[src/design/rv32i_types.sv]
package rv32i_types;

    // Architectural register number, x0 to x31
    typedef logic [4:0] arch_reg_t;

    // Fields of one decoded instruction that rename needs
    typedef struct packed {
        arch_reg_t rd;
        arch_reg_t rs1;
        arch_reg_t rs2;
        logic      has_rd;  // Instruction writes rd
    } decoded_instr_t;

endpackage : rv32i_types

[src/design/ooo_types.sv]
package ooo_types;

    // 64 physical registers, 0 to 31 start out mapped by the alias table
    typedef logic [5:0] phys_reg_t;

    // One ROB slot
    typedef struct packed {
        rv32i_types::arch_reg_t arch_rd;
        logic                   has_rd;
        phys_reg_t              new_preg;
        phys_reg_t              old_preg;  // Freed when this instruction retires
        logic                   done;
    } rob_entry_t;

    // Contents loaded into a queue by reset
    typedef enum logic {
        ZERO,       // Cleared and empty
        FREE_LIST   // Entry i holds 32+i, queue full
    } initialization_t;

endpackage : ooo_types

[src/design/rob_alloc_if.sv]
interface rob_alloc_if #(
    parameter int SS        = 2,
    parameter int ROB_DEPTH = 16
);
    import ooo_types::*;

    logic                         alloc_valid;
    rob_entry_t                   entry [SS];    // New entries in program order
    logic [$clog2(ROB_DEPTH)-1:0] rob_idx [SS];  // Slots these entries land in

    modport rename (
        output alloc_valid,
        output entry,
        input  rob_idx
    );

    modport rob (
        input  alloc_valid,
        input  entry,
        output rob_idx
    );

endinterface : rob_alloc_if

[src/design/circular_queue.sv]
module circular_queue #(
    type QUEUE_TYPE = ooo_types::phys_reg_t,
    parameter ooo_types::initialization_t INIT_TYPE = ooo_types::ZERO,
    parameter int SS      = 2,
    parameter int SEL_IN  = 2,
    parameter int SEL_OUT = 2,
    parameter int DEPTH   = 16
) (
    input  logic                     clk,
    input  logic                     rst_n,
    input  logic                     push,
    input  logic                     pop,
    input  QUEUE_TYPE                in [SS],
    input  QUEUE_TYPE                reg_in [SEL_IN],
    input  logic [$clog2(DEPTH)-1:0] reg_select_in [SEL_IN],
    input  logic [SEL_IN-1:0]        in_bitmask,
    input  logic [$clog2(DEPTH)-1:0] reg_select_out [SEL_OUT],
    output logic                     empty,
    output logic                     full,
    output logic [$clog2(DEPTH)-1:0] head_out,
    output logic [$clog2(DEPTH)-1:0] tail_out,
    output QUEUE_TYPE                out [SS],
    output QUEUE_TYPE                reg_out [SEL_OUT]
);
    import ooo_types::*;

    localparam int IDX_W = $clog2(DEPTH);
    localparam int PTR_W = IDX_W + 1;

    QUEUE_TYPE        entries [DEPTH];
    logic [PTR_W-1:0] head;   // Top bit is the wrap bit
    logic [PTR_W-1:0] tail;
    logic [PTR_W-1:0] count;  // Occupied entries

    assign head_out = head[IDX_W-1:0];
    assign tail_out = tail[IDX_W-1:0];
    assign count    = head - tail;

    // Pushes and pops always move SS entries at once
    assign empty = (count < PTR_W'(SS));
    assign full  = (count > PTR_W'(DEPTH - SS));

    always_ff @(posedge clk) begin
        if (!rst_n) begin
            tail <= '0;
            if (INIT_TYPE == FREE_LIST) begin
                head <= PTR_W'(DEPTH);  // Starts out full
                for (int i = 0; i < DEPTH; i++) begin
                    entries[i] <= ($bits(QUEUE_TYPE))'(32 + i);
                end
            end else begin
                head <= '0;
                for (int i = 0; i < DEPTH; i++) begin
                    entries[i] <= '0;
                end
            end
        end else begin
            if (push) begin
                head <= head + PTR_W'(SS);
                for (int i = 0; i < SS; i++) begin
                    entries[IDX_W'(head_out + i)] <= in[i];
                end
            end
            if (pop) begin
                tail <= tail + PTR_W'(SS);
            end
            // Indexed writes land after the push so they win on a clash
            for (int i = 0; i < SEL_IN; i++) begin
                if (in_bitmask[i]) begin
                    entries[reg_select_in[i]] <= reg_in[i];
                end
            end
        end
    end

    // Oldest SS entries show up on out the cycle after a pop
    always_ff @(posedge clk) begin
        if (pop) begin
            for (int i = 0; i < SS; i++) begin
                out[i] <= entries[IDX_W'(tail_out + i)];
            end
        end
    end

    always_comb begin
        for (int i = 0; i < SEL_OUT; i++) begin
            reg_out[i] = entries[reg_select_out[i]];  // Peek without popping
        end
    end

endmodule : circular_queue

[src/design/rename_dispatch_top.sv]
module rename_dispatch_top #(
    parameter int FREE_DEPTH = 32,
    parameter int ROB_DEPTH  = 16,
    parameter int SS         = 2
) (
    input  logic                         clk,
    input  logic                         rst_n,
    input  logic                         dispatch_valid,
    input  rv32i_types::arch_reg_t       dispatch_rd [SS],
    input  rv32i_types::arch_reg_t       dispatch_rs1 [SS],
    input  rv32i_types::arch_reg_t       dispatch_rs2 [SS],
    input  logic                         dispatch_has_rd [SS],
    output logic                         dispatch_ready,
    output logic                         rename_valid,
    output ooo_types::phys_reg_t         rename_prd [SS],
    output ooo_types::phys_reg_t         rename_prs1 [SS],
    output ooo_types::phys_reg_t         rename_prs2 [SS],
    output logic [$clog2(ROB_DEPTH)-1:0] rename_rob_idx [SS],
    input  logic                         done_valid [SS],
    input  logic [$clog2(ROB_DEPTH)-1:0] done_rob_idx [SS],
    output logic                         commit_valid,
    output rv32i_types::arch_reg_t       commit_rd [SS],
    output logic                         commit_has_rd [SS],
    output ooo_types::phys_reg_t         commit_preg [SS]
);
    import rv32i_types::*;
    import ooo_types::*;

    localparam int FREE_IDX_W = $clog2(FREE_DEPTH);
    localparam int ROB_IDX_W  = $clog2(ROB_DEPTH);

    decoded_instr_t        dispatch_instr [SS];
    logic                  ready_en;  // Holds dispatch off until reset is over

    logic                  free_pop;
    logic                  free_push;
    logic                  free_empty;
    logic                  free_full;
    logic [FREE_IDX_W-1:0] free_tail;
    logic [FREE_IDX_W-1:0] free_sel_out [SS];
    phys_reg_t             free_preg [SS];
    phys_reg_t             free_return [SS];
    phys_reg_t             free_upd_val [1];
    logic [FREE_IDX_W-1:0] free_upd_sel [1];

    logic                  rob_push;
    logic                  rob_pop;
    logic                  rob_empty;
    logic                  rob_full;
    logic [ROB_IDX_W-1:0]  rob_head;
    logic [ROB_IDX_W-1:0]  rob_tail;
    rob_entry_t            rob_write [SS];
    logic [ROB_IDX_W-1:0]  rob_sel_in [SS];
    logic [ROB_IDX_W-1:0]  rob_sel_out [2*SS];
    logic [SS-1:0]         rob_write_mask;
    rob_entry_t            rob_peek [2*SS];
    rob_entry_t            rob_out [SS];

    rob_alloc_if #(.SS(SS), .ROB_DEPTH(ROB_DEPTH)) alloc_if ();

    always_comb begin
        for (int i = 0; i < SS; i++) begin
            dispatch_instr[i] = '{
                rd:     dispatch_rd[i],
                rs1:    dispatch_rs1[i],
                rs2:    dispatch_rs2[i],
                has_rd: dispatch_has_rd[i]
            };
            free_sel_out[i] = FREE_IDX_W'(free_tail + i);  // Next two free registers
        end
    end

    assign free_upd_val[0] = '0;  // Free list never edits in place
    assign free_upd_sel[0] = '0;

    always_ff @(posedge clk) begin
        if (!rst_n) begin
            ready_en <= 1'b0;
        end else begin
            ready_en <= 1'b1;
        end
    end

    assign dispatch_ready = ready_en && !free_empty && !rob_full;

    circular_queue #(
        .QUEUE_TYPE (phys_reg_t),
        .INIT_TYPE  (FREE_LIST),
        .SS         (SS),
        .SEL_IN     (1),
        .SEL_OUT    (SS),
        .DEPTH      (FREE_DEPTH)
    ) free_list (
        .clk            (clk),
        .rst_n          (rst_n),
        .push           (free_push),
        .pop            (free_pop),
        .in             (free_return),
        .reg_in         (free_upd_val),
        .reg_select_in  (free_upd_sel),
        .in_bitmask     (1'b0),
        .reg_select_out (free_sel_out),
        .empty          (free_empty),
        .full           (free_full),
        .head_out       (),
        .tail_out       (free_tail),
        .out            (),
        .reg_out        (free_preg)
    );

    circular_queue #(
        .QUEUE_TYPE (rob_entry_t),
        .INIT_TYPE  (ZERO),
        .SS         (SS),
        .SEL_IN     (SS),
        .SEL_OUT    (2*SS),
        .DEPTH      (ROB_DEPTH)
    ) rob (
        .clk            (clk),
        .rst_n          (rst_n),
        .push           (rob_push),
        .pop            (rob_pop),
        .in             (alloc_if.entry),
        .reg_in         (rob_write),
        .reg_select_in  (rob_sel_in),
        .in_bitmask     (rob_write_mask),
        .reg_select_out (rob_sel_out),
        .empty          (rob_empty),
        .full           (rob_full),
        .head_out       (rob_head),
        .tail_out       (rob_tail),
        .out            (rob_out),
        .reg_out        (rob_peek)
    );

    rename_map #(.SS(SS), .ROB_DEPTH(ROB_DEPTH)) rat (
        .clk            (clk),
        .rst_n          (rst_n),
        .dispatch_valid (dispatch_valid),
        .dispatch_instr (dispatch_instr),
        .dispatch_ready (dispatch_ready),
        .free_preg      (free_preg),
        .free_pop       (free_pop),
        .rob            (alloc_if.rename),
        .rename_valid   (rename_valid),
        .rename_prd     (rename_prd),
        .rename_prs1    (rename_prs1),
        .rename_prs2    (rename_prs2),
        .rename_rob_idx (rename_rob_idx)
    );

    rob_commit_ctrl #(.SS(SS), .ROB_DEPTH(ROB_DEPTH)) commit_ctrl (
        .clk            (clk),
        .rst_n          (rst_n),
        .rob            (alloc_if.rob),
        .done_valid     (done_valid),
        .done_rob_idx   (done_rob_idx),
        .rob_empty      (rob_empty),
        .rob_full       (rob_full),
        .rob_head       (rob_head),
        .rob_tail       (rob_tail),
        .rob_peek       (rob_peek),
        .rob_out        (rob_out),
        .rob_push       (rob_push),
        .rob_pop        (rob_pop),
        .rob_write      (rob_write),
        .rob_sel_in     (rob_sel_in),
        .rob_sel_out    (rob_sel_out),
        .rob_write_mask (rob_write_mask),
        .free_push      (free_push),
        .free_return    (free_return),
        .commit_valid   (commit_valid),
        .commit_rd      (commit_rd),
        .commit_has_rd  (commit_has_rd),
        .commit_preg    (commit_preg)
    );

endmodule : rename_dispatch_top

[src/design/rename_map.sv]
module rename_map #(
    parameter int SS        = 2,
    parameter int ROB_DEPTH = 16
) (
    input  logic                         clk,
    input  logic                         rst_n,
    input  logic                         dispatch_valid,
    input  rv32i_types::decoded_instr_t  dispatch_instr [SS],
    input  logic                         dispatch_ready,
    input  ooo_types::phys_reg_t         free_preg [SS],
    output logic                         free_pop,
    rob_alloc_if.rename                  rob,
    output logic                         rename_valid,
    output ooo_types::phys_reg_t         rename_prd [SS],
    output ooo_types::phys_reg_t         rename_prs1 [SS],
    output ooo_types::phys_reg_t         rename_prs2 [SS],
    output logic [$clog2(ROB_DEPTH)-1:0] rename_rob_idx [SS]
);
    import rv32i_types::*;
    import ooo_types::*;

    localparam int NUM_ARCH = 2 ** $bits(arch_reg_t);

    phys_reg_t rat [NUM_ARCH];  // Alias table
    logic      accept;
    logic      wr [SS];         // Instruction really remaps its rd
    phys_reg_t prs1 [SS];
    phys_reg_t prs2 [SS];
    phys_reg_t old_preg [SS];

    assign accept          = dispatch_valid && dispatch_ready;
    assign free_pop        = accept;
    assign rob.alloc_valid = accept;

    // Translate sources; later instructions of the pair see earlier destinations
    always_comb begin
        for (int i = 0; i < SS; i++) begin
            wr[i]       = dispatch_instr[i].has_rd && (dispatch_instr[i].rd != '0);
            prs1[i]     = rat[dispatch_instr[i].rs1];
            prs2[i]     = rat[dispatch_instr[i].rs2];
            old_preg[i] = rat[dispatch_instr[i].rd];
            for (int j = 0; j < i; j++) begin
                if (wr[j] && (dispatch_instr[j].rd == dispatch_instr[i].rs1)) begin
                    prs1[i] = free_preg[j];
                end
                if (wr[j] && (dispatch_instr[j].rd == dispatch_instr[i].rs2)) begin
                    prs2[i] = free_preg[j];
                end
                if (wr[j] && (dispatch_instr[j].rd == dispatch_instr[i].rd)) begin
                    old_preg[i] = free_preg[j];
                end
            end
            // No real destination, so the new register itself is freed at commit
            if (!wr[i]) begin
                old_preg[i] = free_preg[i];
            end
        end
    end

    always_comb begin
        for (int i = 0; i < SS; i++) begin
            rob.entry[i] = '{
                arch_rd:  dispatch_instr[i].rd,
                has_rd:   dispatch_instr[i].has_rd,
                new_preg: free_preg[i],
                old_preg: old_preg[i],
                done:     1'b0
            };
        end
    end

    always_ff @(posedge clk) begin
        if (!rst_n) begin
            for (int i = 0; i < NUM_ARCH; i++) begin
                rat[i] <= phys_reg_t'(i);  // Identity map, x0 stays on 0
            end
            rename_valid <= 1'b0;
        end else begin
            rename_valid <= accept;
            if (accept) begin
                for (int i = 0; i < SS; i++) begin
                    if (wr[i]) begin
                        rat[dispatch_instr[i].rd] <= free_preg[i];  // Last writer wins
                    end
                end
            end
        end
    end

    always_ff @(posedge clk) begin
        if (accept) begin
            for (int i = 0; i < SS; i++) begin
                rename_prd[i]     <= free_preg[i];
                rename_prs1[i]    <= prs1[i];
                rename_prs2[i]    <= prs2[i];
                rename_rob_idx[i] <= rob.rob_idx[i];
            end
        end
    end

endmodule : rename_map

[src/design/rob_commit_ctrl.sv]
module rob_commit_ctrl #(
    parameter int SS        = 2,
    parameter int ROB_DEPTH = 16
) (
    input  logic                         clk,
    input  logic                         rst_n,
    rob_alloc_if.rob                     rob,
    input  logic                         done_valid [SS],
    input  logic [$clog2(ROB_DEPTH)-1:0] done_rob_idx [SS],
    input  logic                         rob_empty,
    input  logic                         rob_full,
    input  logic [$clog2(ROB_DEPTH)-1:0] rob_head,
    input  logic [$clog2(ROB_DEPTH)-1:0] rob_tail,
    input  ooo_types::rob_entry_t        rob_peek [2*SS],
    input  ooo_types::rob_entry_t        rob_out [SS],
    output logic                         rob_push,
    output logic                         rob_pop,
    output ooo_types::rob_entry_t        rob_write [SS],
    output logic [$clog2(ROB_DEPTH)-1:0] rob_sel_in [SS],
    output logic [$clog2(ROB_DEPTH)-1:0] rob_sel_out [2*SS],
    output logic [SS-1:0]                rob_write_mask,
    output logic                         free_push,
    output ooo_types::phys_reg_t         free_return [SS],
    output logic                         commit_valid,
    output rv32i_types::arch_reg_t       commit_rd [SS],
    output logic                         commit_has_rd [SS],
    output ooo_types::phys_reg_t         commit_preg [SS]
);
    import ooo_types::*;

    localparam int IDX_W = $clog2(ROB_DEPTH);

    logic retire;

    assign rob_push = rob.alloc_valid && !rob_full;

    // Peeks 0..SS-1 watch the oldest pair, the rest read back completing entries
    always_comb begin
        for (int k = 0; k < SS; k++) begin
            rob.rob_idx[k]      = IDX_W'(rob_head + k);
            rob_sel_out[k]      = IDX_W'(rob_tail + k);
            rob_sel_out[SS + k] = done_rob_idx[k];
            rob_sel_in[k]       = done_rob_idx[k];
            rob_write_mask[k]   = done_valid[k];
        end
    end

    always_comb begin
        rob_entry_t marked;
        for (int k = 0; k < SS; k++) begin
            marked       = rob_peek[SS + k];
            marked.done  = 1'b1;
            rob_write[k] = marked;
        end
    end

    // Retire only when the whole oldest pair is done
    always_comb begin
        retire = !rob_empty;
        for (int k = 0; k < SS; k++) begin
            if (!rob_peek[k].done) begin
                retire = 1'b0;
            end
        end
    end

    assign rob_pop   = retire;
    assign free_push = retire;

    always_comb begin
        for (int k = 0; k < SS; k++) begin
            free_return[k]   = rob_peek[k].old_preg;
            commit_rd[k]     = rob_out[k].arch_rd;   // Popped pair, registered by the ROB
            commit_has_rd[k] = rob_out[k].has_rd;
            commit_preg[k]   = rob_out[k].new_preg;
        end
    end

    always_ff @(posedge clk) begin
        if (!rst_n) begin
            commit_valid <= 1'b0;
        end else begin
            commit_valid <= retire;  // Lines up with rob_out
        end
    end

endmodule : rob_commit_ctrl

[config.mk]
export PLATFORM = sky130hd
export DESIGN_NAME = rename_dispatch_top
export DESIGN_NICKNAME = d
export VERILOG_FILES = /design/src/design/rv32i_types.sv /design/src/design/ooo_types.sv /design/src/design/rob_alloc_if.sv /design/src/design/circular_queue.sv /design/src/design/rename_dispatch_top.sv /design/src/design/rename_map.sv /design/src/design/rob_commit_ctrl.sv
export SDC_FILE = /design/constraint.sdc
export NUM_CORES = 2
export LEC_CHECK = 0
export BUFFER_PORTS_ARGS = -buffer_cell sky130_fd_sc_hd__buf_2
export CORE_UTILIZATION = 40
export CTS_CLUSTER_SIZE = 30
export DETAILED_ROUTE_END_ITERATION = 8
export SYNTH_ARGS = -nofsm -noshare
export SYNTH_HDL_FRONTEND = slang
export SYNTH_SLANG_ARGS = --single-unit
[constraint.sdc]
create_clock -name clk -period 10.35 [get_ports clk]
set_input_delay 1.5525 -clock clk [delete_from_list [all_inputs] [get_ports clk]]
set_output_delay 1.5525 -clock clk [all_outputs]
set_load 0.05 [all_outputs]
==> results by stage <==
GRT:
- The number of antenna violations at the first check in global routing is 5.
- After global routing the overflow that remains totals 0.
- The first global-routing pass estimated approximately 230000 um of wire.
- Across every metal layer, demand over resource in global routing totals 0.276.
- The number of global-route vias before repair is around 32000.
- The pin count of the biggest net entering global routing is roughly 140.

STA:
- Clock skew on the completed layout was measured at 0.0650 ns.
- The peak clock frequency supported by timing is approximately 170 MHz.
- The final count of pins violating max slew is 0.
- Setup total negative slack on the finished layout was measured at 0 ns.
- On the final layout, the worst hold slack is approximately 0.48 ns.
- Setup repair after global routing left no endpoint under its margin.
- The hold violation total from the final report is 0.
- The normalized max-slew margin is 0.0269.
- The share of the clock period used by the worst path is 0.573.
- The minimum clock period is just under 6 ns.
- The slack of the critical path is roughly 4.4 ns.
- The setup violation total in the final timing report is 0.
- At the pin with the least slew margin, the transition time is between 1 and 1.5 ns.

Clock tree:
- CTS placed an instance of clkbuf_16 at the clock tree root.
- Buffers inserted to repair hold after CTS numbered 0.
- CTS saw just under 800 sinks.
- The TritonCTS buffer count is a little under 90.
- The source-to-sink clock delay at the later pin of the worst-skew pair is 0.70 ns.
- The CTS tree is done.
- The buffer count from post-CTS setup fixing is 0.
- The maximum buffer depth of the clock tree is 3.
- Gates resized during post-CTS repair numbered 0.
- Clock-pin slew was measured on the worst setup and hold paths at 0.06 ns.
- The H-tree generated during clock tree synthesis spans 3 levels.

Synth:
- The commonest cells after synthesis are edfxtp_1 (735), mux4_2 (434), nor2_1 (423), nand2_1 (269), clkbuf_1 (172).
- The summed instance area of the synthesized netlist is 45500 um2.
- The most common cell in the netlist is edfxtp_1.
- The primary flip-flop cell chosen by synthesis mapping is edfxtp_1.
- The cell count after synthesis came out at about 3400.
- The synthesized design spends more area on one cell type than any other, namely edfxtp_1.
- The distinct cell type count of the synthesized netlist is 95.
- The register area share after synthesis is 0.505.
- By area the synthesized netlist is led by edfxtp_1 (49%), mux4_2 (22%), nor2_1 (3.5%).
- The Yosys warning count is 0.
- The total of flip-flops plus latches after synthesis is between 700 and 800.
- The share of synthesized registers carrying an async set or reset is 0.
- A synthesized cell averages between 10 and 15 um2.
- The number of enable-type register cells in the synthesized netlist is roughly 740.
- The share of the synthesized area in the top cell type is 0.486.

Critical path:
- The launching element type of the critical path is a flip-flop.
- The slowest stage cell on the critical path is nand2_1.
- The slack of the worst reg-to-reg path is 4.42 ns.
- At the worst endpoint, the required time is ~11 ns.
- The largest single stage delay on the critical path is approximately 0.87 ns.
- The signal on the critical path passes through inv_1 > ha_1 > nand3b_1 > a21oi_1 > or2_1 > buf_4 > and4_1 > nand2_1 > o211ai_1.
- The type of the worst setup path is reg -> reg.
- The capturing element type of the critical path is a flip-flop.
- In this run the worst path has a maximum fanout of 45.
- The data arrival time of the critical path is a little over 6 ns.

Layout:
- The finished layout holds a little under 5000 standard cells, fillers aside.
- The number of nets in the final layout is between 3000 and 4000.
- Across the whole layout, storage elements account for 23000 um2.
- The footprint of the multi-input gates is about 21000 um2.
- Fill cells in the final layout number 10100.
- The utilization after layout is 0.443.
- In the final layout, the share of cells above drive strength 1 is 0.258.
- From synthesis to final layout, the design area changed by 9.54%.

Route:
- After detailed routing, the total wire length is between 150000 and 200000 um.
- The routed length per instance is 32.6 um.
- The violation count after the first detailed-routing iteration is ~5600.
- The count of nets left with antenna violations after detail routing is 0.
- The overall via count from detail_route is about 33000.
- The length of the first detailed-routing pass in iterations is 8.
- The total DRC errors in the routed layout is 0.
- The detail-routed via count per cell is 6.69.

Floorplanning:
- In this run the horizontal extent of the chip is about 340 um.
- The number of top-level design ports is roughly 120.
- The die is 339 um tall.
- The core box area is between 100000 and 150000 um2.
- For this configuration, the core starts out at a cell density of 0.404.
- The cell row count is 123.
- The die covers around 110000 um2.

Placed design:
- Once detailed placement completed, the half-perimeter wirelength came to between 100000 and 150000 um.
- The post-placement worst setup slack is roughly 4.3 ns.
- Routability-driven placement finished with a final weighted congestion of ~0.99.
- During placement, the flow inserted port buffers numbering 113.
- The cell total after placement is around 4800.

Power:
- The cell area power density is between 150 and 200 nW/um2.
- The largest voltage drop on the vdd net is around 0.14 mV.
- The leakage power summed over all cells is between 15 and 20 nW.

Run status:
- The flow ran to the end, and the final reports show no timing, DRC or antenna violations.

Worst hold path:
- The path class of the lowest-slack min-delay path is reg -> reg.

Flow run:
- The number of violations of the max-capacitance limit is 0.
-- cell families after synthesis --
group	share of synthesized area
compound gates	0.0562
xor+xnor	0.00617
fa+ha+maj	0.00391
buf+inv	0.0393
flops	0.505
mux	0.259
other cells	0.000165
simple gates	0.130
-- critical path, delay by kind of cell, from the launching register on --
family	cells	cell delay, ns
fa+ha+maj	1	0.53
simple gates	4	1.86
compound gates	2	1.20
flops	1	0.81
buf+inv	2	1.10
-- final cells by class --
cell class / instances / area share
sequential: 779 / 0.461
multi-input combinational: 2257 / 0.418
clock buffer: 117 / 0.0472
tap: 1500 / 0.0377
timing repair buffer: 190 / 0.0236
clock inverter: 46 / 0.0100
inverter: 33 / 0.00249
antenna: 1 / 0.0000503
-- layer usage --
layer / track usage / vias to the layer above / wire length, um
met5: 0 / - / 160
met2: 0.402 / 2497 / 69600
met3: 0.0883 / 456 / 22300
met4: 0.123 / 6 / 7900
li1: - / 13400 / -
met1: 0.376 / 16600 / 60700
-- flip-flops by register name, indices dropped and copies added (netlist names), named ones only --
name / cells
free_list.entries: 192
rat.rename_valid: 1
rat.rename_prs1: 12
commit_ctrl.commit_valid: 1
rob.head: 4
rat.rename_prd: 12
rat.rat: 192
rob.out: 24
free_list.tail: 5
free_list.head: 5
ready_en: 1
rat.rename_prs2: 12
rob.tail: 4
rob.entries: 304
rat.rename_rob_idx: 3
-- power by group --
part	internal, W	switching (W)	leakage, nW
clock	0.00174	0.00134	1.37
combinational	0.000283	0.000584	7.25
sequential	0.00354	0.0000742	7.19
total	0.00556	0.00200	15.8
-- final timing paths --
check / startpoint / endpoint / cells past startpoint
setup / recovery: rob.tail[3]$_SDFFE_PN0P_ / rat.rat[30][0]$_DFFE_PP_ / 9
hold / removal: rob.entries[9][0]$_DFF_P_ / rob.entries[9][0]$_DFF_P_ / 2
setup reg to reg: rob.tail[3]$_SDFFE_PN0P_ / rat.rat[30][0]$_DFFE_PP_ / 9
hold reg to reg: rob.entries[9][0]$_DFF_P_ / rob.entries[9][0]$_DFF_P_ / 2
-- layout by cell type, fill, tap and decap left out, types with 9 or more instances in the layout --
cell and n:
mux2_2 56, a211oi_1 14, nand3b_1 9, nand4_1 58
mux4_2 434, nor3_2 10, nor2b_1 23, o211ai_1 35
a22oi_1 9, buf_2 106, clkinv_2 11, ha_1 11
o31ai_1 37, a31o_2 20, and3_1 13, o21ai_1 10
nor3_1 89, and2_1 60, mux2i_1 132, o22ai_1 21
o21ai_0 22, clkbuf_1 24, inv_1 22, nand2b_1 20
xor2_1 11, nor2_1 421, a31oi_1 62, nor4_1 64
clkinv_1 24, o41ai_1 15, clkbuf_16 87, or4_1 13
xnor2_1 21, a21oi_1 23, or3_1 23, edfxtp_1 735
nand2_1 269, buf_4 82, nand3_1 124, dfxtp_1 38
-- per-stage QoR --
step                      total power [W]  cell area (um2)
after floorplan                   0.00421            45500
after global placement            0.00451            46900
after detailed placement          0.00452            46900
after CTS                         0.00757            49800
after global routing              0.00773            49800
final                             0.00756            49800
No activity file was read; power rests on OpenSTA's default activity.
